--- src/include/mips_pipe_settings.svh ---
`ifndef MIPS_PIPE_SETTINGS_SVH
`define MIPS_PIPE_SETTINGS_SVH

// Datapath and instruction word width
`define MIPS_XLEN 32

// Register index width, gives 32 architectural registers
`define MIPS_REG_ADDR_W 5

// Data RAM depth in words, must be a power of two
`define MIPS_DMEM_WORDS 64

// Address of the first fetch after reset
`define MIPS_RESET_PC 32'h0000_0000

`endif

--- src/source/mips_pipe_pkg.sv ---
`default_nettype none

`include "mips_pipe_settings.svh"

package mips_pipe_pkg;

    typedef logic [`MIPS_XLEN-1:0]       word_t;      // Data, address or instruction
    typedef logic [`MIPS_REG_ADDR_W-1:0] reg_addr_t;  // Register index

    typedef enum logic [5:0] {
        OP_RTYPE = 6'd0,   // Function picked by funct field
        OP_ADDI  = 6'd8,
        OP_SLTI  = 6'd10,
        OP_ANDI  = 6'd12,
        OP_ORI   = 6'd13,
        OP_LW    = 6'd35,
        OP_SW    = 6'd43
    } opcode_e;

    typedef enum logic [5:0] {
        FN_SLL = 6'd0,
        FN_SRL = 6'd2,
        FN_ADD = 6'd32,
        FN_SUB = 6'd34,
        FN_AND = 6'd36,
        FN_OR  = 6'd37,
        FN_XOR = 6'd38,
        FN_NOR = 6'd39,
        FN_SLT = 6'd42
    } funct_e;

    typedef enum logic [3:0] {
        ALU_ADD, ALU_SUB, ALU_AND, ALU_OR, ALU_XOR, ALU_NOR, ALU_SLT, ALU_SLL, ALU_SRL
    } alu_op_e;

    typedef enum logic [1:0] {
        FWD_REG,  // Value read in decode
        FWD_ME,   // ALU result sitting in memory stage
        FWD_WB    // Value being written back
    } fwd_sel_e;

    typedef struct packed {
        logic  valid;
        word_t pc;
        word_t instr;
    } if_id_t;

    typedef struct packed {
        logic      valid;
        alu_op_e   alu_op;
        logic      alu_src;    // B operand is the immediate
        logic      mem_read;
        logic      mem_write;
        logic      reg_write;
        reg_addr_t rs;
        reg_addr_t rt;
        reg_addr_t dest;
        logic [4:0] shamt;
        word_t     rs_data;
        word_t     rt_data;
        word_t     imm;        // Already extended
    } id_ex_t;

    typedef struct packed {
        logic      valid;
        logic      mem_read;
        logic      mem_write;
        logic      reg_write;
        reg_addr_t dest;       // rt for SW, store source register
        word_t     alu_result; // Also the data address
        word_t     store_data;
    } ex_me_t;

    typedef struct packed {
        logic      valid;
        logic      mem_to_reg; // Load result goes to the register
        logic      reg_write;
        reg_addr_t dest;
        word_t     alu_result;
        word_t     load_data;
    } me_wb_t;

    typedef struct packed {
        logic      valid;
        reg_addr_t dest;
        word_t     data;
    } retire_t;

    typedef struct packed {
        logic  valid;
        word_t addr;  // Word index into the data RAM
        word_t data;
    } store_t;

endpackage

`default_nettype wire

--- src/source/fetch_stage.sv ---
`timescale 1ns/1ps
`default_nettype none

`include "mips_pipe_settings.svh"

module fetch_stage
    import mips_pipe_pkg::*;
(
    input  logic   clock,
    input  logic   rst_n,
    input  logic   stall,      // Load-use hold from hazard unit
    output word_t  imem_addr,
    input  word_t  imem_data,  // Returned in the same cycle
    output if_id_t if_id
);

    word_t pc;

    assign imem_addr = pc;  // PC drives the instruction memory directly

    always_ff @(posedge clock) begin
        if (!stall) begin
            if_id.pc    <= pc;         // Payload follows the PC
            if_id.instr <= imem_data;
        end
        if (!rst_n) begin
            pc          <= `MIPS_RESET_PC;
            if_id.valid <= 1'b0;
        end else if (!stall) begin
            pc          <= pc + word_t'(4);  // Sequential fetch only
            if_id.valid <= 1'b1;             // Stays set once running
        end
    end

endmodule

`default_nettype wire

--- config.mk ---
export PLATFORM = sky130hd
export DESIGN_NAME = fetch_stage
export DESIGN_NICKNAME = d
export VERILOG_FILES = /design/src/source/mips_pipe_pkg.sv /design/src/source/fetch_stage.sv
export VERILOG_INCLUDE_DIRS = /design/src /design/src/include
export SDC_FILE = /design/constraint.sdc
export NUM_CORES = 1
export LEC_CHECK = 0
export BUFFER_PORTS_ARGS = -buffer_cell sky130_fd_sc_hd__buf_2
export CORE_ASPECT_RATIO = 1.25
export CORE_MARGIN = 5
export CORE_UTILIZATION = 45
export CTS_BUF_LIST = sky130_fd_sc_hd__clkbuf_4 sky130_fd_sc_hd__clkbuf_8
export DETAILED_ROUTE_END_ITERATION = 7
export HOLD_SLACK_MARGIN = 0.02
export PLACE_DENSITY_LB_ADDON = 0.05
export SYNTH_ARGS = -nofsm -noshare
export SYNTH_HDL_FRONTEND = slang
export SYNTH_SLANG_ARGS = --single-unit
--- constraint.sdc ---
create_clock -name clock -period 2 [get_ports clock]
set_clock_uncertainty 0.05 [all_clocks]
set_input_delay 0.2 -clock clock [delete_from_list [all_inputs] [get_ports clock]]
set_output_delay 0.2 -clock clock [all_outputs]
set_load 0.03 [all_outputs]
-- After elaboration in Yosys (flattened, before gate mapping)
Index checks and enable logic that the tools add are counted.
- $add $sub $neg: 1
- operators by type and width (cell ; count):
    $add 32x3->32 const B ; 1
- bits of input ports: 35
- output and inout bits: 97
- bits in registers: 97
- logic and storage cells: 5

-- Depth between registers and ports, before layout
- depth in word-level cells: 1
- depth in mapped cells: 6
- depth with buffers taken out: 5

-- Worst setup path after synthesis
No wires, ideal clock.
- path type: reg-to-reg
- from: reg pc[18], in the netlist imem_addr[18]
- to: reg pc[29], in the netlist imem_addr[29]
- setup slack: -0.192 ns
- data required time: 1.879 ns
- path buffers: 1
- arrival time: 2.072 ns
- clock period less this slack: 2.192 ns
- cell stages (with the launch flop): 6
- setup time: 0.071 ns
- cells stage by stage: dfxtp_1 > nand4_1 > or4_4 > buf_6 > or4_1 > a21oi_1
- longest elaborated chain between the ends: 1
- RTL lines (what ; RTL line ; source):
    start: declaration ; fetch_stage.sv:17 ; word_t pc;
    start signal: assignment ; fetch_stage.sv:27 ; pc <= `MIPS_RESET_PC;
    start signal: assignment ; fetch_stage.sv:30 ; pc <= pc + word_t'(4);
    $add 32x3->32 ; fetch_stage.sv:30 ;
Every way passes these cells.
A chain may end at the register's enable or synchronous reset.

-- Worst setup path after layout
- from: reg pc[15], in the netlist imem_addr[15]
- to: reg pc[25], in the netlist imem_addr[25]
The elaborated chain is that of the path after synthesis.

==> results_dict.tcl <==
set metrics [dict create \
    outcome "finished, final reports clean" \
    syn_to_final_growth_pct 42.6 \
    async_flop_share_pct 0 \
    grt_max_degree 47 \
    cp_max_fo 7 \
    drc 0 \
    fin_util_pct 65.1 \
    cpLargestDelayFamily "simple AND/OR/NAND/NOR gates" \
    grt_pass1_vias 2334 \
    crit_slowest_cell "or4_4" \
    place_congestion 0.784 \
    drive_gt1_share_pct 42.2 \
    drt_wl_total_mm 7.66 \
    r2r_start "imem_addr[15]$_SDFFE_PN0N_" \
    cts_tree "done" \
    h-tree-depth 3 \
    die_w_um 87.0 \
    netlist_top_cells_area "edfxtp_1 56%, dfxtp_1 19%, or4_1 2.5%" \
    cts.path.max_buffers 2 \
    synth-seq-area-share_pct 74.4 \
    crit-reg2reg-capture "imem_addr[25]$_SDFFE_PN0N_" \
    placed_area_sq_um 4160 \
    num_vias 2454 \
    fin_area_sq_um 4760 \
    start_util_pct 45.6 \
    whs_endpoint "if_id[64]$_SDFFE_PN0N_" \
    initialDrtViolationCount 121 \
    pre_cts_ws_ps 56.5 \
    layout_common_cells "127 x buf_2, 62 x edfxtp_1, 32 x dlygate4sd3_1" \
    worst_slack_ps 78.1 \
    die_y_um 106 \
    die_area_sq_um 9250 \
    rrSetupSlack_ps 80 \
    synth_cells 233 \
    first_pass_iters 4 \
    synth_edf_count 62 \
    finalHoldViolCount 0 \
    path_cells "nand4_1 -> or4_4 -> or4_1 -> a21oi_1" \
    setup_viol 0 \
    tightestPinTransition_ps 511 \
    insertion_delay_ps 360 \
    syn-cell-area_sq_um 3340 \
    p_per_area_nw_per_um2 850 \
    num_antenna_cells 0 \
    cts_made_buffers 9 \
    grt_pass1_wl_mm 11.6 \
    yosys.cell_types.count 34 \
    crit_buf_inv 0 \
    drt-wirelength-per-cell_um 15.2 \
    holdPathStages 2 \
    ff2ff_path_depth 4 \
    relSlewSlack_pct 65.9 \
    p_leak_uw 0.00198 \
    grt_antenna_before_repair 0 \
    synth_top_area_share_pct 55.8 \
    worstPathArrival_ps 2150 \
    synth.largest_area_cell "edfxtp_1" \
    mostFrequentLayoutCell "buf_2" \
    cp_data_required_time_ps 2230 \
    fin_total_pwr_uw 4050 \
    tns_ps 0 \
    max-cap-violations 0 \
    criticalPathCategory "flip-flop to flip-flop" \
    holdCritStartpoint "rst_n" \
    startpoint_type "flip-flop" \
    vias_per_cell 4.87 \
    port_buffers 127 \
    place_hpwl_mm 5.15 \
    io-pin-count 132 \
    finalCriticalPeriod_ps 1920 \
    clk_transition_reported_paths_ps 90 \
    cts_sinks 93 \
    slowest_delay_ps 600 \
    antenna_left 0 \
    core-area_sq_um 7310 \
    endpoint_kind "flip-flop" \
    syn_area_per_cell_sq_um 14.3 \
    irDropWorstVdd_mv 0.433 \
    layout.nets 443 \
    rows 35 \
    cts_root_buf "clkbuf_8" \
    synth_flop_cell "edfxtp_1" \
    rsz0062_at_grt "no" \
    min_path_type "input pin to flip-flop" \
    yosys_warnings 0 \
    drv_slew 0 \
    gr-total-overflow 0 \
    ys_seq_elements 93 \
    fin_crit_sh_pct 96.1 \
    track_usage_pct 16.5 \
    fmax_ghz 0.520 \
]
[state kept, by name, summed over array words and instances (netlist names)]
register / count
imem_addr: 30
if_id: 63
[report_power, final]
group / switching (uW) / total (uW) / internal [uW]
Combinational: 254 / 382 / 128
Sequential: 20.7 / 2140 / 2120
Clock: 649 / 1520 / 875
[per-layer routing]
metal  vias to the layer above  track usage (%)  routed length (um)
met5                         -                0                   0
met3                         7             5.04                 645
met1                      1129             20.5                3280
met2                        87             26.4                3640
li1                       1231                -                   -
met4                         0             6.68                 101
[cells by family (layout without fill, tap and decap cells)]
group,after synthesis,after routing,synth area share [%]
other,1,4,0.112
flip-flops,93,93,74.4
adder cells (fa/ha/maj),1,1,0.375
multiplexers,3,3,0.900
AND/OR/NAND/NOR,75,76,12.9
AO/OA/AOI/OAI,29,29,5.17
XOR/XNOR,13,13,3.41
buffers and inverters,18,193,2.70
[synth_stat cells, drive strengths merged, types with 2 or more instances]
master,count
edfxtp,62
dfxtp,31
a21oi,14
nor2,14
or4,12
nand2,11
nand3,10
o31ai,10
nand4,9
xor2,8
buf,7
clkbuf,6
inv,5
nor4,5
xnor2,5
o21ai,4
and4,3
mux2i,3
or3,3
nand2b,2
[layout make-up]
| class | instances | area, sq um |
|---|---|---|
| timing repair buffer | 172 | 1070 |
| clock buffer | 10 | 138 |
| inverter | 5 | 22.5 |
| fill | 579 | 2550 |
| sequential | 93 | 2510 |
| multi-input combinational | 126 | 787 |
| tap | 92 | 115 |
| clock inverter | 6 | 116 |
[timing repair]
item,in CTS,in global routing
setup endpoints to repair,0,7
endpoints found under the hold margin,32,0
hold buffers,32,0
buffers inserted,0,1
gates resized for setup,0,2
[how the worst max path moves through the flow]
stage / startpoint / to / slack, ps / cells after the start
6_report: imem_addr[15]$_SDFFE_PN0N_ / imem_addr[25]$_SDFFE_PN0N_ / 80 / 4
5_1_grt: imem_addr[19]$_SDFFE_PN0N_ / imem_addr[28]$_SDFFE_PN0N_ / 10 / 4
4_1_cts: imem_addr[15]$_SDFFE_PN0N_ / imem_addr[25]$_SDFFE_PN0N_ / 30 / 4
3_5_place_dp: imem_addr[15]$_SDFFE_PN0N_ / imem_addr[26]$_SDFFE_PN0N_ / 60 / 4
3_3_place_gp: imem_addr[15]$_SDFFE_PN0N_ / imem_addr[31]$_SDFFE_PN0N_ / 100 / 4
2_1_floorplan: imem_addr[6]$_SDFFE_PN0N_ / imem_addr[31]$_SDFFE_PN0N_ / 7 / 5
[stage by stage]
| step | hold slack (ps) | cells |
|---|---|---|
| after global routing | 61.7 | 504 |
| after detailed placement | 328 | 454 |
| after global placement | 326 | 454 |
| after floorplan | 249 | 236 |
| final | 78.2 | 504 |
| after CTS | 55.0 | 502 |
No activity file was read; power rests on OpenSTA's default activity.
