## config.mk

```make
export PLATFORM = sky130hd
export DESIGN_NAME = hazard_unit
export DESIGN_NICKNAME = d
export VERILOG_FILES = /design/src/source/mips_pipe_pkg.sv /design/src/source/hazard_unit.sv
export VERILOG_INCLUDE_DIRS = /design/src /design/src/include
export SDC_FILE = /design/constraint.sdc
export NUM_CORES = 1
export LEC_CHECK = 0
export ABC_AREA = 1
export BUFFER_PORTS_ARGS = -buffer_cell sky130_fd_sc_hd__clkbuf_2
export CORE_AREA = 2 2 113 115
export DETAILED_ROUTE_END_ITERATION = 10
export DIE_AREA = 0 0 115 117
export PLACE_DENSITY_LB_ADDON = 0.25
export SLEW_MARGIN = 20
export SYNTH_ARGS = -nofsm -noshare
export SYNTH_HDL_FRONTEND = slang
export SYNTH_SLANG_ARGS = --single-unit
```

## constraint.sdc

```tcl
create_clock -name vclk -period 0.89
set_input_delay 0.2225 -clock vclk [all_inputs]
set_output_delay 0.2225 -clock vclk [all_outputs]
set_load 0.05 [all_outputs]
```

## src/include/mips_pipe_settings.svh

```systemverilog
`ifndef MIPS_PIPE_SETTINGS_SVH
`define MIPS_PIPE_SETTINGS_SVH

// Datapath and instruction word width
`define MIPS_XLEN 32

// Register index width, gives 32 architectural registers
`define MIPS_REG_ADDR_W 5

// Data RAM depth in words, must be a power of two
`define MIPS_DMEM_WORDS 64

// Address of the first fetch after reset
`define MIPS_RESET_PC 32'h0000_0000

`endif

```

## src/source/mips_pipe_pkg.sv

```systemverilog
`default_nettype none

`include "mips_pipe_settings.svh"

package mips_pipe_pkg;

    typedef logic [`MIPS_XLEN-1:0]       word_t;      // Data, address or instruction
    typedef logic [`MIPS_REG_ADDR_W-1:0] reg_addr_t;  // Register index

    typedef enum logic [5:0] {
        OP_RTYPE = 6'd0,   // Function picked by funct field
        OP_ADDI  = 6'd8,
        OP_SLTI  = 6'd10,
        OP_ANDI  = 6'd12,
        OP_ORI   = 6'd13,
        OP_LW    = 6'd35,
        OP_SW    = 6'd43
    } opcode_e;

    typedef enum logic [5:0] {
        FN_SLL = 6'd0,
        FN_SRL = 6'd2,
        FN_ADD = 6'd32,
        FN_SUB = 6'd34,
        FN_AND = 6'd36,
        FN_OR  = 6'd37,
        FN_XOR = 6'd38,
        FN_NOR = 6'd39,
        FN_SLT = 6'd42
    } funct_e;

    typedef enum logic [3:0] {
        ALU_ADD, ALU_SUB, ALU_AND, ALU_OR, ALU_XOR, ALU_NOR, ALU_SLT, ALU_SLL, ALU_SRL
    } alu_op_e;

    typedef enum logic [1:0] {
        FWD_REG,  // Value read in decode
        FWD_ME,   // ALU result sitting in memory stage
        FWD_WB    // Value being written back
    } fwd_sel_e;

    typedef struct packed {
        logic  valid;
        word_t pc;
        word_t instr;
    } if_id_t;

    typedef struct packed {
        logic      valid;
        alu_op_e   alu_op;
        logic      alu_src;    // B operand is the immediate
        logic      mem_read;
        logic      mem_write;
        logic      reg_write;
        reg_addr_t rs;
        reg_addr_t rt;
        reg_addr_t dest;
        logic [4:0] shamt;
        word_t     rs_data;
        word_t     rt_data;
        word_t     imm;        // Already extended
    } id_ex_t;

    typedef struct packed {
        logic      valid;
        logic      mem_read;
        logic      mem_write;
        logic      reg_write;
        reg_addr_t dest;       // rt for SW, store source register
        word_t     alu_result; // Also the data address
        word_t     store_data;
    } ex_me_t;

    typedef struct packed {
        logic      valid;
        logic      mem_to_reg; // Load result goes to the register
        logic      reg_write;
        reg_addr_t dest;
        word_t     alu_result;
        word_t     load_data;
    } me_wb_t;

    typedef struct packed {
        logic      valid;
        reg_addr_t dest;
        word_t     data;
    } retire_t;

    typedef struct packed {
        logic  valid;
        word_t addr;  // Word index into the data RAM
        word_t data;
    } store_t;

endpackage

`default_nettype wire

```

## src/source/hazard_unit.sv

```systemverilog
`timescale 1ns/1ps
`default_nettype none

module hazard_unit
    import mips_pipe_pkg::*;
(
    input  logic      clock,      // Assertion sampling only
    input  logic      rst_n,
    input  reg_addr_t rs,         // Decode sources
    input  reg_addr_t rt,
    input  logic      rt_used,
    input  id_ex_t    id_ex,
    input  ex_me_t    ex_me,
    input  me_wb_t    me_wb,
    output logic      stall,
    output fwd_sel_e  fwd_a,
    output fwd_sel_e  fwd_b,
    output logic      store_fwd
);

    logic me_we, wb_we, load_in_ex;

    assign me_we      = ex_me.valid && ex_me.reg_write;
    assign wb_we      = me_wb.valid && me_wb.reg_write;
    assign load_in_ex = id_ex.valid && id_ex.mem_read && id_ex.dest != '0;

    function automatic logic hit(logic we, reg_addr_t dest, reg_addr_t src);
        return we && dest != '0 && dest == src;
    endfunction

    function automatic fwd_sel_e pick(reg_addr_t src);
        fwd_sel_e sel;
        if (hit(me_we, ex_me.dest, src)) begin
            sel = FWD_ME;   // Youngest producer wins
        end else if (hit(wb_we, me_wb.dest, src)) begin
            sel = FWD_WB;
        end else begin
            sel = FWD_REG;
        end
        return sel;
    endfunction

    always_comb begin
        fwd_a     = pick(id_ex.rs);
        fwd_b     = pick(id_ex.rt);  // Also feeds store data
        store_fwd = ex_me.valid && ex_me.mem_write && hit(wb_we, me_wb.dest, ex_me.dest);
        stall     = load_in_ex &&
                    (id_ex.dest == rs || (rt_used && id_ex.dest == rt));  // Load-use
    end

    // The bubble sent on a stall must clear the load-use case next cycle
    a_single_stall: assert property (@(posedge clock) disable iff (!rst_n)
        stall |=> !stall)
        else $error("stall held for two cycles");

endmodule

`default_nettype wire

```

Word-level counts from Yosys, hierarchy flattened. Cells that the tools add are included.

Register bits after elaboration: 0. Bits of input ports: 283. Output and inout bits: 6. Logic and storage cells: 30.

Eq/ne operators: 7. Multiplexer cells: 4. Reductions and logical operators: 19.

Operators by type and width (number): $eq A5 B5 Y1 (7); $logic_and A1 B1 Y1 (15); $reduce_bool A5 Y1 (3); $mux W2 (4); $logic_or A1 B1 Y1 (1).

Depth between registers and ports, before layout.
Depth in word-level cells: 5. Depth in mapped cells: 7. Depth with buffers taken out: 7.

Least setup slack after synthesis. OpenSTA, ideal clock, no wires.

Kind: input to output. Start: input ex_me[65] (netlist bit). End: output fwd_b[1]. Data arrival time: 1.655 ns. Path slack: -0.988 ns. Stages on the path: 6. Buffers on the path: 0. Path through: inv_1 > o21ai_0 > nor2_1 > nand3_1 > nor2_1 > nor2_1.

Cells in the longest elaborated chain, start to end: 4. Elaborated cells on any way between the ends: 5. Those cells by class: eq/ne (1); mux (1); reduce/logical (3).

Ends and longest elaborated chain: start, declared (RTL line hazard_unit.sv:13) `input ex_me_t ex_me,`; $reduce_bool A5 Y1 (RTL line hazard_unit.sv:28) `return we && dest != '0 && dest == src;`; $logic_and A1 B1 Y1 (RTL line hazard_unit.sv:28); $logic_and A1 B1 Y1 * (RTL line hazard_unit.sv:28); $mux W2 * (RTL line hazard_unit.sv:33) `if (hit(me_we, ex_me.dest, src)) begin`; end, declared (RTL line hazard_unit.sv:17) `output fwd_sel_e fwd_b,`.

Mark *: on every way between the ends. The rest lies on a longest branch, timed or not.

Worst setup path after layout.
Start: input me_wb[68] (netlist bit). End: output store_fwd.

Cells in the longest elaborated chain, start to end: 4. Elaborated cells on any way between the ends: 5. Those cells by class: eq/ne (1); reduce/logical (4).

Ends and longest elaborated chain: start, declared (RTL line hazard_unit.sv:14) `input me_wb_t me_wb,`; $reduce_bool A5 Y1 (RTL line hazard_unit.sv:28); $logic_and A1 B1 Y1 (RTL line hazard_unit.sv:28); $logic_and A1 B1 Y1 * (RTL line hazard_unit.sv:28); $logic_and A1 B1 Y1 * (RTL line hazard_unit.sv:46) `store_fwd = ex_me.valid && ex_me.mem_write && hit(wb_we, me_wb.dest, ex_me.dest);`; end, declared (RTL line hazard_unit.sv:18) `output logic store_fwd`.

Marked as above.

==> qor.csv <==
stage,metric,value,unit
yosys,ys_types,12,
floorplan,core-area,12300,um2
finish,stdcell_count,357,
yosys,syn_nets,432,
placed_design,port_buffers,49,
yosys,yosysWarnings,0,
floorplan,dieWidth,115,um
detailed_routing,wl_per_cell,7.92,um
sta,min_period,1.31,ns
worst_setup_path,cp.required,0.67,ns
floorplan,start_util,0.0521,
worst_setup_path,worstSetupPathType,input port to primary output,
grt,grt_max_degree,7,
sta,rsz0062_at_grt,yes,
worst_setup_path,startpoint_type,input port,
worst_hold_path,hold_depth,4,
detailed_routing,first_pass_iters,4,
run_status,violations,negative setup slack,
floorplan,row_count,41,
sta,fin_ws,-0.423,ns
finish,final_nets,492,
worst_setup_path,slowest_delay,0.15,ns
sta,finalSetupTns,-2.30,ns
sta,finalHoldViolations,0,
finish,drive_above_1_share,0.589,
worst_hold_path,min_path_type,input port to primary output,
finish,regArea,0,um2
detailed_routing,routed_wl,2.83,mm
detailed_routing,post-route-drc-count,0,
grt,antenna_found_initial,0,
finish,most-common-layout-cells,"39 x nand2_1, 24 x nand2_2, 16 x nor2_1, 16 x clkbuf_2, 10 x buf_4",
run_status,status,"complete, but fails checks",
grt,grt_overflow_total,0,
sta,relSlewSlack,0.859,
worst_hold_path,hp-start,id_ex[124],
placed_design,hpwl,2.47,mm
sta,worst_pin_slew,0.210,ns
sta,timing.fmax,761,MHz
yosys,ys_seq_area_frac,0,
finish,clkbuf_count,0,
worst_setup_path,crit_fanout,4,
grt,track_usage,0.0377,
detailed_routing,drt_iter0_markers,23,
detailed_routing,ant_nets,0,
worst_setup_path,critPathTopFamily,buffers and inverters,
yosys,syn_avg_cell_area,4.31,um2
finish,layout_commonest_cell,nand2_1,
finish,area_growth,168,%
placed_design,pre_cts_ws,-0.588,ns
placed_design,dp.cells,357,
worst_setup_path,crit_path_end_kind,primary output,
power,p_total,666,uW
worst_setup_path,critPathArrivalTime,1.09,ns
worst_hold_path,min_to,stall,
yosys,syn_inst,149,
detailed_routing,vias,1028,
power,p_leak,0.821,nW
power,vdd_drop_max,94.8,uV
finish,seq_cell_count,0,
floorplan,io_pins,289,
sta,finalSetupViolCount,6,
yosys,syn_area,642,um2
worst_setup_path,crit_buf_inv,4,
sta,fin_crit_sh,1.48,
floorplan,fp.dieH,117,um
finish,diodes,0,
sta,slew_viol_final,0,
worst_setup_path,slowest_stage,nor2_1,
placed_design,gp_congestion,0.717,
power,power.density,387,nW/um2
floorplan,dieArea,13500,um2
detailed_routing,drt-vias-per-instance,2.88,
finish,utilization,0.140,
worst_setup_path,path_cells,clkbuf_16 -> inv_4 -> buf_4 -> o22ai_1 -> nor2_1 -> nand3_2 -> nor2_4 -> buf_12,
grt,grt_pass1_wl,4.28,mm
run,maxCapViolations,0,
grt,grt_pass1_vias,971,
-- cells by family (layout without fill, tap and decap cells) --
logic type | Yosys count | in the layout | share of synthesized area
AOI/OAI and AO/OA | 5 | 5 | 0.0429
and+or+nand+nor | 103 | 103 | 0.632
buffers and inverters | 30 | 88 | 0.175
xor gates and xnor gates | 11 | 11 | 0.150
-- area by class of cell --
cell class	instances	area [um2]
Fill cell	1417	10600
Multi-Input combinational cell	119	697
Timing Repair Buffer	58	663
Tap cell	150	188
Inverter	30	173
-- power by group --
group / internal, mW / leakage (nW) / total, mW / switching (mW)
Clock: 0 / 0 / 0 / 0
Sequential: 0 / 0 / 0 / 0
Combinational: 0.361 / 0.821 / 0.666 / 0.305
Total: 0.361 / 0.821 / 0.666 / 0.305
-- cell usage after synthesis, drive strengths merged --
library cell,number,area (um2)
a21oi,1,5.00
nand2,63,236
xor2,4,35.0
o22ai,2,12.5
nand4,1,6.26
o21ai,2,10.0
nand3,11,55.1
xnor2,7,61.3
nor2,26,97.6
nor3,2,10.0
inv,30,113
-- metrics by stage --
stage / cell area, um2 / hold slack (ns)
finish: 1720 / 0.818
floorplan: 736 / 0.634
global route: 1720 / 0.858
global placement: 1280 / 0.899
detailed placement: 1280 / 0.897
CTS: 1560 / 0.841
-- metal layers --
metal / share of wire / track usage / vias to the layer above
met2: 0.51 / 0.0725 / 26
li1: - / - / 561
met4: 0 / 0 / 0
met1: 0.45 / 0.0502 / 441
met5: 0 / 0 / -
met3: 0.036 / 0.000515 / 0
-- worst max path at each step --
| stage | to | slack [ns] | cells after the start | startpoint |
|---|---|---|---|---|
| after floorplan | fwd_a[1] | -0.35 | 7 | id_ex[112] |
| after global placement | fwd_a[1] | -0.62 | 7 | ex_me[66] |
| after detailed placement | fwd_a[1] | -0.59 | 7 | ex_me[66] |
| after CTS | fwd_b[1] | -0.47 | 8 | ex_me[65] |
| after global routing | store_fwd | -0.47 | 8 | ex_me[66] |
| final | store_fwd | -0.42 | 8 | me_wb[68] |
-- repair_timing --
action | in CTS | in global routing
pin swaps | 17 | 43
setup endpoints to repair | 6 | 6
setup buffers | 0 | 0
resized for setup | 52 | 70
hold buffers | 0 | 0
(Power assumes the default switching activity.)
