<file path="config.mk">
export PLATFORM = sky130hd
export DESIGN_NAME = decode_stage
export DESIGN_NICKNAME = d
export VERILOG_FILES = /design/src/source/mips_pipe_pkg.sv /design/src/source/decode_stage.sv
export VERILOG_INCLUDE_DIRS = /design/src /design/src/include
export SDC_FILE = /design/constraint.sdc
export NUM_CORES = 1
export LEC_CHECK = 0
export BUFFER_PORTS_ARGS = -buffer_cell sky130_fd_sc_hd__clkbuf_2
export CAP_MARGIN = 20
export CORE_ASPECT_RATIO = 1.2
export CORE_MARGIN = 10
export CORE_UTILIZATION = 30
export CTS_BUF_LIST = sky130_fd_sc_hd__clkbuf_16
export DETAILED_ROUTE_END_ITERATION = 6
export PLACE_DENSITY = 0.69
export SLEW_MARGIN = 20
export SYNTH_ARGS = -nofsm -noshare
export SYNTH_HDL_FRONTEND = slang
export SYNTH_SLANG_ARGS = --single-unit
export TNS_END_PERCENT = 50
</file>
<file path="constraint.sdc">
create_clock -name clock -period 1.52 [get_ports clock]
set_input_delay 0.228 -clock clock [delete_from_list [all_inputs] [get_ports clock]]
set_output_delay 0.228 -clock clock [all_outputs]
set_load 0.01 [all_outputs]
</file>
<file path="src/include/mips_pipe_settings.svh">
`ifndef MIPS_PIPE_SETTINGS_SVH
`define MIPS_PIPE_SETTINGS_SVH

// Datapath and instruction word width
`define MIPS_XLEN 32

// Register index width, gives 32 architectural registers
`define MIPS_REG_ADDR_W 5

// Data RAM depth in words, must be a power of two
`define MIPS_DMEM_WORDS 64

// Address of the first fetch after reset
`define MIPS_RESET_PC 32'h0000_0000

`endif

</file>
<file path="src/source/mips_pipe_pkg.sv">
`default_nettype none

`include "mips_pipe_settings.svh"

package mips_pipe_pkg;

    typedef logic [`MIPS_XLEN-1:0]       word_t;      // Data, address or instruction
    typedef logic [`MIPS_REG_ADDR_W-1:0] reg_addr_t;  // Register index

    typedef enum logic [5:0] {
        OP_RTYPE = 6'd0,   // Function picked by funct field
        OP_ADDI  = 6'd8,
        OP_SLTI  = 6'd10,
        OP_ANDI  = 6'd12,
        OP_ORI   = 6'd13,
        OP_LW    = 6'd35,
        OP_SW    = 6'd43
    } opcode_e;

    typedef enum logic [5:0] {
        FN_SLL = 6'd0,
        FN_SRL = 6'd2,
        FN_ADD = 6'd32,
        FN_SUB = 6'd34,
        FN_AND = 6'd36,
        FN_OR  = 6'd37,
        FN_XOR = 6'd38,
        FN_NOR = 6'd39,
        FN_SLT = 6'd42
    } funct_e;

    typedef enum logic [3:0] {
        ALU_ADD, ALU_SUB, ALU_AND, ALU_OR, ALU_XOR, ALU_NOR, ALU_SLT, ALU_SLL, ALU_SRL
    } alu_op_e;

    typedef enum logic [1:0] {
        FWD_REG,  // Value read in decode
        FWD_ME,   // ALU result sitting in memory stage
        FWD_WB    // Value being written back
    } fwd_sel_e;

    typedef struct packed {
        logic  valid;
        word_t pc;
        word_t instr;
    } if_id_t;

    typedef struct packed {
        logic      valid;
        alu_op_e   alu_op;
        logic      alu_src;    // B operand is the immediate
        logic      mem_read;
        logic      mem_write;
        logic      reg_write;
        reg_addr_t rs;
        reg_addr_t rt;
        reg_addr_t dest;
        logic [4:0] shamt;
        word_t     rs_data;
        word_t     rt_data;
        word_t     imm;        // Already extended
    } id_ex_t;

    typedef struct packed {
        logic      valid;
        logic      mem_read;
        logic      mem_write;
        logic      reg_write;
        reg_addr_t dest;       // rt for SW, store source register
        word_t     alu_result; // Also the data address
        word_t     store_data;
    } ex_me_t;

    typedef struct packed {
        logic      valid;
        logic      mem_to_reg; // Load result goes to the register
        logic      reg_write;
        reg_addr_t dest;
        word_t     alu_result;
        word_t     load_data;
    } me_wb_t;

    typedef struct packed {
        logic      valid;
        reg_addr_t dest;
        word_t     data;
    } retire_t;

    typedef struct packed {
        logic  valid;
        word_t addr;  // Word index into the data RAM
        word_t data;
    } store_t;

endpackage

`default_nettype wire

</file>
<file path="src/source/decode_stage.sv">
`timescale 1ns/1ps
`default_nettype none

`include "mips_pipe_settings.svh"

module decode_stage
    import mips_pipe_pkg::*;
(
    input  logic      clock,
    input  logic      rst_n,
    input  logic      stall,
    input  if_id_t    if_id,
    output reg_addr_t rs,
    output reg_addr_t rt,
    output logic      rt_used,  // Instruction reads rt as a source
    input  word_t     rs_data,
    input  word_t     rt_data,
    output id_ex_t    id_ex
);

    opcode_e    opcode;
    funct_e     funct;
    reg_addr_t  rd;
    logic [4:0] shamt;
    logic [15:0] imm16;
    alu_op_e    alu_op;
    logic       alu_src, mem_read, mem_write, reg_write, sign_ext;
    reg_addr_t  dest;
    word_t      imm;

    assign opcode = opcode_e'(if_id.instr[31:26]);
    assign rs     = if_id.instr[25:21];
    assign rt     = if_id.instr[20:16];
    assign rd     = if_id.instr[15:11];
    assign shamt  = if_id.instr[10:6];
    assign funct  = funct_e'(if_id.instr[5:0]);
    assign imm16  = if_id.instr[15:0];
    assign imm    = {{(`MIPS_XLEN-16){imm16[15] & sign_ext}}, imm16};  // Sign or zero extend

    always_comb begin
        alu_op    = ALU_ADD;  // Defaults give a no-op
        alu_src   = 1'b0;
        mem_read  = 1'b0;
        mem_write = 1'b0;
        reg_write = 1'b0;
        sign_ext  = 1'b1;
        rt_used   = 1'b0;
        dest      = rt;       // I-type writes rt
        case (opcode)
            OP_RTYPE: begin
                dest      = rd;
                rt_used   = 1'b1;
                reg_write = 1'b1;
                case (funct)
                    FN_ADD:  alu_op = ALU_ADD;
                    FN_SUB:  alu_op = ALU_SUB;
                    FN_AND:  alu_op = ALU_AND;
                    FN_OR:   alu_op = ALU_OR;
                    FN_XOR:  alu_op = ALU_XOR;
                    FN_NOR:  alu_op = ALU_NOR;
                    FN_SLT:  alu_op = ALU_SLT;
                    FN_SLL:  alu_op = ALU_SLL;
                    FN_SRL:  alu_op = ALU_SRL;
                    default: reg_write = 1'b0;  // Unknown funct
                endcase
            end
            OP_ADDI: begin
                alu_src   = 1'b1;
                reg_write = 1'b1;
            end
            OP_SLTI: begin
                alu_op    = ALU_SLT;
                alu_src   = 1'b1;
                reg_write = 1'b1;
            end
            OP_ANDI, OP_ORI: begin
                alu_op    = (opcode == OP_ANDI) ? ALU_AND : ALU_OR;
                alu_src   = 1'b1;
                sign_ext  = 1'b0;  // Logical immediates are zero extended
                reg_write = 1'b1;
            end
            OP_LW: begin
                alu_src   = 1'b1;
                mem_read  = 1'b1;
                reg_write = 1'b1;
            end
            OP_SW: begin
                alu_src   = 1'b1;
                mem_write = 1'b1;
                rt_used   = 1'b1;  // Store data source
            end
            default: ;             // Unknown opcode
        endcase
        if (dest == '0) begin
            reg_write = 1'b0;      // r0 is never written
        end
    end

    always_ff @(posedge clock) begin
        id_ex.alu_op  <= alu_op;
        id_ex.alu_src <= alu_src;
        id_ex.rs      <= rs;
        id_ex.rt      <= rt;
        id_ex.dest    <= dest;
        id_ex.shamt   <= shamt;
        id_ex.rs_data <= rs_data;
        id_ex.rt_data <= rt_data;
        id_ex.imm     <= imm;
        if (!rst_n || stall) begin
            id_ex.valid     <= 1'b0;  // Bubble
            id_ex.mem_read  <= 1'b0;
            id_ex.mem_write <= 1'b0;
            id_ex.reg_write <= 1'b0;
        end else begin
            id_ex.valid     <= if_id.valid;
            id_ex.mem_read  <= if_id.valid && mem_read;  // Controls qualified once here
            id_ex.mem_write <= if_id.valid && mem_write;
            id_ex.reg_write <= if_id.valid && reg_write;
        end
    end

endmodule

`default_nettype wire

</file>
After elaboration in Yosys (flattened, before gate mapping)
Cells that the tools add are included.
{"block": "classes", "eq_ne": 14, "mux": 12, "n_bitwise": 1, "reduce_logical": 13}
{"op": "$eq A6 B6 Y1 const B", "count": 9}
{"op": "$pmux W4 S8", "count": 1}
{"op": "$eq A6 B4 Y1 const B", "count": 4}
{"op": "$logic_not A6 Y1", "count": 2}
{"op": "$pmux W4 S3", "count": 1}
{"op": "$reduce_or A9 Y1", "count": 1}
{"op": "$mux W1", "count": 8}
{"op": "$eq A6 B2 Y1 const B", "count": 1}
{"op": "$reduce_or A6 Y1", "count": 1}
{"op": "$logic_not A5 Y1", "count": 1}
{"op": "$mux W5", "count": 1}
{"op": "$reduce_or A5 Y1", "count": 1}
{"op": "$reduce_or A2 Y1", "count": 2}
{"op": "$logic_and A1 B1 Y1", "count": 3}
{"op": "$pmux W1 S2", "count": 1}
{"op": "$and A1 B1 Y1", "count": 1}
{"op": "$logic_not A1 Y1", "count": 1}
{"op": "$logic_or A1 B1 Y1", "count": 1}
{"block": "totals", "ff_bits": 110, "out_inout_bits": 136, "elab_cells": 53}

Longest topological paths before layout
Gate-level depths: netlist (run 1).
{"block": "depth", "depth_word": 6, "ltp_mapped": 4, "ltp_nobuf": 4}

Worst setup path after synthesis (run 1)
Ideal clock, no wire load.
{"block": "synth_path", "kind": "input port to flip-flop", "start": "in if_id[28] (netlist bit)", "end": "reg id_ex[116] (netlist bit)", "setup_ns": 0.103, "t_arrival_ns": 1.145, "path_slack_ns": 0.271, "stages": 4, "n_path_buf": 0, "path_cell_list": "nand4b_1 or2_2 a21o_2 a2111oi_2"}
{"block": "synth_via", "elab_chain_len": 5, "word_cells_on_any_way": 12}
{"item": "from (decl)", "line_no": "decode_stage.sv:12", "rtl": "input if_id_t if_id,"}
{"item": "$eq A6 B4 Y1 (tied with other cells)", "line_no": "decode_stage.sv:49", "rtl": "case (opcode)"}
{"item": "$reduce_or A5 Y1 (no source line) / $mux W5 (equally long branches)"}
{"item": "$pmux W1 S2 / $logic_not A5 Y1 (equally long branches)", "line_no": "decode_stage.sv:49, decode_stage.sv:94"}
{"item": "$mux W1 (*)", "line_no": "decode_stage.sv:94", "rtl": "if (dest == '0) begin"}
{"item": "$logic_and A1 B1 Y1 (*)", "line_no": "decode_stage.sv:118", "rtl": "id_ex.reg_write <= if_id.valid && reg_write;"}
{"item": "to (decl)", "line_no": "decode_stage.sv:18", "rtl": "output id_ex_t id_ex"}
Mark *: on every way between the ends. The rest lies on a longest branch, timed or not.
A chain may end at the register's enable or synchronous reset.

Worst setup path in the final report (run 1)
{"block": "layout_path", "start": "reg id_ex[16] (netlist name)", "end": "out id_ex[28] (netlist bit)"}
No word-level cell between the ends.

==> metrics, run 1 <==
# diodes 0; slowest CP cell dfxtp_1; largest registers id_ex (105); number of library cell types mapped by synthesis 31; io pins 268; met3 wire length 1.14 mm; Core Area approximately 8700 sq um; Top Metal Used met4; Biggest register id_ex; Slew Limit Fails 0; gr usage total 15.4%; worst-path fanout max 16; crit-path cells clkbuf_2; commonest non-fill, non-tap cells in the layout clkbuf_2 (235), dfxtp_1 (105), dlygate4sd3_1 (75); Num CTS Buffers 9; via count 2446; Yosys top cell area share 77.8%; Synth Flop Type dfxtp_1; register bit total from synthesis around 110; share of cells above drive strength 1 54.5%; endpoints failing setup 0; Starting Density 31.0%; Post-synth ARST share 0%; GP Congestion 0.796; number of synthesized flops with an enable pin 0; Die X-Extent 107 microns; final hold viol count 0; startpoint types flop; detailed placement HPWL 7.70 mm; Data required, critical path 1.29 ns; first drt pass iteration count 4; minimum clock period 1.37 ns; Max Freq between 700 and 800 MHz; fin crit share 90.4%; power density cells about 1200 nW/um^2; crit path capture type primary output; P_leak 0.00247 uW; number of global-route vias before repair 2824; Max transition margin a little under three quarters; PortBufs 235; WL per Instance 17.5 microns; hold path depth 1; run status complete, no violations; drt total wl 10.6 mm; syn avg cell area 13.9 sq um; Final Power 5780 uW; Hold Crit Endpoint id_ex[11]; initial antenna violation count 0; leading area contributor after synthesis dfxtp_1; Final Core Density 55.8%; H-Tree Depth 3; post-route ant nets 0; filler instances roughly 730; RSZ-0062 raised after global routing false; Met2 Wirelength approximately 6 mm; synth top area cells dfxtp_1 (78%), buf_4 (8.3%), mux2_2 (2.1%), a21oi_1 (1.1%), nand2_1 (0.97%); die footprint between 10000 and 15000 sq um; Hold Startpoint if_id[11]; worst vdd ir 0.676 mV; setup TNS 0 ns; largest net degree at the start of global routing 20; total global routing overflow 0; Setup CP Type flop to primary output; Sequential cell area 2100 sq um; most common cell after layout, fill and taps aside clkbuf_2; CTS tree built; WP buf/inv 1; Final nets slightly above 600; Synth Instances approximately 190; max_cap viols 0; Vias per Instance 4.02; Root Driver clkbuf_16; max FFs per register 105; Sink Count 105; area of the multi-input gates 365 sq um; first-pass GRT wire length approximately 15 mm; wire length on met1 3.34 mm; Min-Delay Path Class input pin to flop; crit path DAT 1.15 ns; Worst Max-Slew Pin Slew 0.431 ns; Worst path max stage delay 0.59 ns; synth warn 0; die height 124 microns; Crit path max-delay family flip-flops; Synth Cell Area 2700 sq um; Layout area overhead 79.7%; Worst-path clk slew 0.07 ns; Std-Cell Rows 37; deepest clock path buffer count 2; Residual DRC 0; Syn Nets 326; Seq/Total Area, Yosys 77.8%; DR iter-0 viols 97
==> cell usage after synthesis, types with 2 or more instances <==
library cell,instances
inv_1,2
buf_4,30
o21ai_0,3
dfxtp_1,105
nand3_1,2
mux2_2,5
o31ai_1,2
nor3_1,2
a21oi_1,6
or2_2,4
nor2_1,7
nand2_1,7
==> metal layers <==
layer	track usage [%]	up-vias
met4	6.19	0
met5	0	-
met2	29.6	134
met1	12.9	1104
li1	-	1193
met3	8.11	15
==> worst max path at each step <==
stage / start / end / depth (start not counted)
5_1_grt: id_ex[16] / id_ex[19] / 1
6_report: id_ex[16] / id_ex[28] / 1
4_1_cts: id_ex[16] / id_ex[28] / 1
2_1_floorplan: if_id[28] / id_ex[116] / 4
3_3_place_gp: if_id[30] / id_ex[116] / 5
3_5_place_dp: if_id[30] / id_ex[116] / 5
==> through the flow <==
| step | hold slack [ns] | area, sq um | std cells | worst slack, ns |
|---|---|---|---|---|
| after floorplan | 0.256 | 2700 | 194 | 0.271 |
| after global placement | 0.331 | 3810 | 518 | 0.0887 |
| after detailed placement | 0.332 | 3810 | 518 | 0.0608 |
| after CTS | 0.00451 | 4850 | 609 | 0.115 |
| after global routing | 0.00542 | 4850 | 609 | 0.0214 |
| final | 0.0173 | 4850 | 609 | 0.147 |
==> layout make-up <==
class,count,area share (%)
well taps,117,3.02
clock inverters,7,1.32
clock buffers,9,4.64
inverters,2,0.155
multi-input cells,57,7.53
repair buffers,312,40.0
flip-flops and latches,105,43.3
==> repair_timing <==
action | in CTS | in global routing
hold endpoints to repair | 75 | 0
buffers inserted | 0 | 0
hold buffers | 75 | 0
resized for setup | 0 | 0
==> power breakdown <==
part / total [uW] / switching [uW] / leakage, uW / internal (uW)
combinational: 658 / 301 / 0.00144 / 356
clock: 2180 / 1040 / 0.000145 / 1140
sequential: 2940 / 49.5 / 0.000883 / 2890
==> kinds of logic after synthesis <==
logic type,after synthesis,share of synthesized area [%]
buffers and inverters,32,8.62
flip-flops,105,77.9
AND/OR/NAND/NOR,36,7.51
multiplexers,5,2.09
AO/OA/AOI/OAI,16,3.94
No activity file was read; power rests on OpenSTA's default activity.
==> run 2, diff against run 1 <==
--- a/config.mk
+++ b/config.mk
@@ -6,12 +6,12 @@
 export SDC_FILE = /design/constraint.sdc
 export NUM_CORES = 1
 export LEC_CHECK = 0
-export BUFFER_PORTS_ARGS = -buffer_cell sky130_fd_sc_hd__clkbuf_2
+export BUFFER_PORTS_ARGS = -buffer_cell sky130_fd_sc_hd__buf_2
 export CAP_MARGIN = 20
 export CORE_ASPECT_RATIO = 1.2
 export CORE_MARGIN = 10
 export CORE_UTILIZATION = 30
-export CTS_BUF_LIST = sky130_fd_sc_hd__clkbuf_16
+export CTS_BUF_LIST = sky130_fd_sc_hd__clkbuf_8
 export DETAILED_ROUTE_END_ITERATION = 6
 export PLACE_DENSITY = 0.69
 export SLEW_MARGIN = 20
==> metrics, run 2 (synthesis gave the netlist of run 1 again) <==
Core Area 8700 sq um; Worst-path clk slew 0.10 ns; startpoint types input pin; PortBufs 235; Residual DRC 0; Vias per Instance 4.06; Max transition margin around four fifths; crit path DAT 1.71 ns; H-Tree Depth 3; GP Congestion roughly 0.80; sw frac around 25%; Setup CP Type input pin to flop; largest registers id_ex (105); deepest clock path buffer count 2; WL per Instance 17.0 microns; Sink Count around 110; via count roughly 2500; run status complete, no violations; total global routing overflow 0; crit path capture type flop; Final nets ~630; Net Sw Power 1330 uW; Die X-Extent approximately 110 microns; Post-CTS Resized 0; power density cells about 1100 nW/um^2; Worst Max-Slew Pin Slew 0.326 ns; final non-filler cell area ~4900 sq um; first-pass GRT wire length 15.0 mm; Slew Limit Fails 0; Root Driver clkbuf_8; crit-path cells dlygate4sd3_1 > buf_2 > or4_1 > nor3_1 > a2111oi_2; largest net degree at the start of global routing 20; max FFs per register 105; Worst path max stage delay 0.54 ns; Cell Area, Placed approximately 3800 sq um; Layout area overhead 79.7%; post-route ant nets 0; die footprint 13200 sq um; endpoints failing setup 0; initial antenna violation count 0; slowest CP cell or4_1; drt total wl 10.5 mm; # diodes 0; fin crit share between 90 and 100%; Data required, critical path roughly 1.8 ns; share of cells above drive strength 1 53.2%; Clk pwr share between 30% and 40%; Max Freq between 600 and 700 MHz; max_cap viols 0; worst vdd ir 0.635 mV; first drt pass iteration count 4; io pins 268; P_int 3900 uW; worst-path fanout max 3; die height between 100 and 150 microns; minimum clock period ~1.5 ns; most common cell after layout, fill and taps aside buf_2; gr usage total 14.7%; P_leak 0.00242 uW; Biggest register id_ex; Final Core Density 55.8%; DR iter-0 viols 75; setup TNS 0 ns; CTS tree built; final hold viol count 0; number of global-route vias before repair 2779; combinational power share 12.9%; Starting Density a little under a third; Num CTS Buffers 9; sequential share of power 56.1%; detailed placement HPWL ~7.4 mm; RSZ-0062 raised after global routing false; commonest non-fill, non-tap cells in the layout buf_2 (235), dfxtp_1 (105), dlygate4sd3_1 (86); Std-Cell Rows 37; Final Power about 5200 uW; Min-Delay Path Class input pin to flop
## run 2: worst paths after layout
kind	cells past startpoint	start	end
worst max-delay path	5	if_id[13]	id_ex[116]
worst min-delay path	1	if_id[16]	id_ex[106]
## run 2: layout make-up
type,instances,area [sq um]
clock buffers,9,124
clock inverters,7,63.8
fillers,754,3850
inverters,2,7.51
multi-input cells,57,365
flip-flops and latches,105,2100
well taps,117,146
repair buffers,322,2040
## run 2: power groups by stage
stage	combinational [uW]	sequential, uW	clock (uW)
6_report	673	2930	1620
4_1_cts	674	2930	1680
2_1_floorplan	126	3070	0
3_3_place_gp	490	2990	0
5_1_grt	728	2950	1790
3_5_place_dp	498	2990	0
## run 2: what timing repair did
action,CTS,global route
buffers inserted,0,0
hold buffers,86,0
hold endpoints to repair,86,0
## run 2: worst max-delay path: cells and delay by family
kind | cells | cell delay [ns]
buffers and inverters | 2 | 0.66
AND/OR/NAND/NOR | 2 | 0.74
AO/OA/AOI/OAI | 1 | 0.08
## run 2: metrics by stage
step | std cells | hold slack, ns | setup WS [ns]
5_1_grt | 619 | 0.0149 | 0.0141
4_1_cts | 619 | 0.0000434 | 0.0731
3_5_place_dp | 517 | 0.332 | 0.0469
3_3_place_gp | 517 | 0.330 | 0.0878
6_report | 619 | 0.0292 | 0.0518
2_1_floorplan | 194 | 0.256 | 0.271
## run 2: metal layers
| layer | vias up | GRT usage (%) | routed length (microns) |
|---|---|---|---|
| met1 | 1151 | 12.5 | 3330 |
| met4 | 0 | 5.17 | 170 |
| li1 | 1212 | - | - |
| met5 | - | 0 | 0 |
| met3 | 14 | 7.70 | 1180 |
| met2 | 134 | 28.3 | 5840 |
==> run 3, diff against run 2 <==
--- a/config.mk
+++ b/config.mk
@@ -8,12 +8,10 @@
 export LEC_CHECK = 0
 export BUFFER_PORTS_ARGS = -buffer_cell sky130_fd_sc_hd__buf_2
 export CAP_MARGIN = 20
-export CORE_ASPECT_RATIO = 1.2
-export CORE_MARGIN = 10
-export CORE_UTILIZATION = 30
+export CORE_AREA = 2 2 104 106
 export CTS_BUF_LIST = sky130_fd_sc_hd__clkbuf_8
 export DETAILED_ROUTE_END_ITERATION = 6
-export PLACE_DENSITY = 0.69
+export DIE_AREA = 0 0 106 108
 export SLEW_MARGIN = 20
 export SYNTH_ARGS = -nofsm -noshare
 export SYNTH_HDL_FRONTEND = slang
==> metrics, run 3 (synthesis gave the netlist of run 1 again) <==
slowest CP cell or4_1; Min-Delay Path Class input pin to flop; die footprint 11400 sq um; hold path depth 1; worst vdd ir 0.570 mV; commonest non-fill, non-tap cells in the layout buf_2 (235), dfxtp_1 (105), dlygate4sd3_1 (87); Biggest register id_ex; Vias per Instance a little under 4; largest net degree at the start of global routing 20; Die X-Extent 106 microns; Setup CP Type input pin to flop; drt total wl roughly 8.0 mm; first drt pass iteration count 4; Crit path depth 5; Post-CTS Setup Inserts 0; startpoint types input pin; io pins 268; crit path to id_ex[116]; # diodes 0; minimum clock period 1.45 ns; Starting Density 26.4%; sequential share of power 56.7%; power density cells 1060 nW/um^2; Layout area overhead 81.2%; setup TNS 0 ns; Slew Limit Fails 0; gr usage total 13.3%; P_int 3890 uW; H-Tree Depth 3; Crit path max-delay family simple AND/OR/NAND/NOR gates; deepest clock path buffer count 2; Worst path max stage delay 0.57 ns; fin crit share 95.3%; CTS tree built; PortBufs 235; Final nets 630; run status complete, no violations; die height 108 microns; RSZ-0062 raised after global routing false; initial antenna violation count 0; WP buf/inv 2; Worst Max-Slew Pin Slew 0.322 ns; share of cells above drive strength 1 between 50% and 60%; Net Sw Power 1270 uW; largest registers id_ex (105); detailed placement HPWL 5.70 mm; total global routing overflow 0; Data required, critical path 1.75 ns; endpoints failing setup 0; crit path from if_id[13]; Max Freq between 600 and 700 MHz; max_cap viols 0; first-pass GRT wire length 11.7 mm; via count 2492; final hold viol count 0; crit path capture type flop; crit-path cells dlygate4sd3_1 > buf_2 > or4_1 > nor3_2 > a2111oi_2; combinational power share 12.6%; Core Area 10200 sq um; Sink Count 105; P_leak between 0.002 and 0.0025 uW; crit path DAT 1.68 ns; Residual DRC 0; WL per Instance ~13 microns; Clk pwr share a little under a third; Max transition margin roughly four fifths; GP Congestion approximately 0.71; post-route ant nets 0; Root Driver clkbuf_8; number of global-route vias before repair 2505; Worst-path clk slew 0.09 ns; non-filler cells, final between 600 and 700; sw frac between 20% and 30%; Num CTS Buffers 9; worst-path fanout max 3; Std-Cell Rows 37; most common cell after layout, fill and taps aside buf_2; placed insts 536; max FFs per register 105; DR iter-0 viols 63
## run 3: changes by cell type in the layout (fill, tap and decap cells not counted), sizes merged
cell | previous run | this run
clkinvlp | 0 | 1
dlygate4sd3 | 86 | 87
inv | 6 | 5
## run 3: repair_timing
| item | in CTS | in global routing |
|---|---|---|
| hold endpoints to repair | 87 | 0 |
| gates resized for setup | 0 | 1 |
| setup endpoints to repair | 0 | 1 |
| hold buffers | 87 | 0 |
## run 3: stage by stage
step | setup slack (ns) | power [uW] | instance area (sq um) | hold WS, ns | utilization, %
after global placement | 0.0728 | 3460 | 3830 | 0.330 | 37.4
after floorplan | 0.271 | 3200 | 2700 | 0.256 | -
after detailed placement | 0.0624 | 3470 | 3830 | 0.332 | 37.4
final | 0.0719 | 5170 | 4890 | 0.0717 | 47.8
after CTS | 0.0725 | 5270 | 4890 | 0.0317 | 47.8
after global routing | 0.00641 | 5430 | 4890 | 0.0355 | 47.8
## run 3: cell type report
type | count | area, sq um
clock buffers | 9 | 124
multi-input cells | 57 | 370
well taps | 136 | 170
fillers | 919 | 5340
repair buffers | 323 | 2050
clock inverters | 7 | 65.1
inverters | 2 | 7.51
flip-flops and latches | 105 | 2100
## run 3: metal layers
| metal | share of wire (%) | wire length [microns] | GRT usage, % | vias up |
|---|---|---|---|---|
| li1 | - | - | - | 1212 |
| met3 | 8.9 | 718 | 5.36 | 15 |
| met4 | 2.9 | 231 | 6.86 | 0 |
| met1 | 33 | 2650 | 12.2 | 1120 |
| met2 | 55 | 4430 | 25.3 | 145 |
| met5 | 0 | 0 | 0 | - |
## run 3: worst min-delay path by stage
stage	slack [ns]	from	end
6_report	0.07	if_id[3]	id_ex[3]
5_1_grt	0.04	if_id[5]	id_ex[5]
4_1_cts	0.03	if_id[3]	id_ex[3]
3_5_place_dp	0.33	rs_data[26]	id_ex[90]
3_3_place_gp	0.33	rt_data[12]	id_ex[44]
2_1_floorplan	0.26	if_id[0]	id_ex[0]
## run 3: power by group through the flow
stage	Sequential (uW)	Clock [uW]	Combinational [uW]
2_1_floorplan	3070	0	126
3_3_place_gp	2990	0	474
3_5_place_dp	2990	0	480
4_1_cts	2930	1690	656
5_1_grt	2940	1780	704
6_report	2930	1590	653
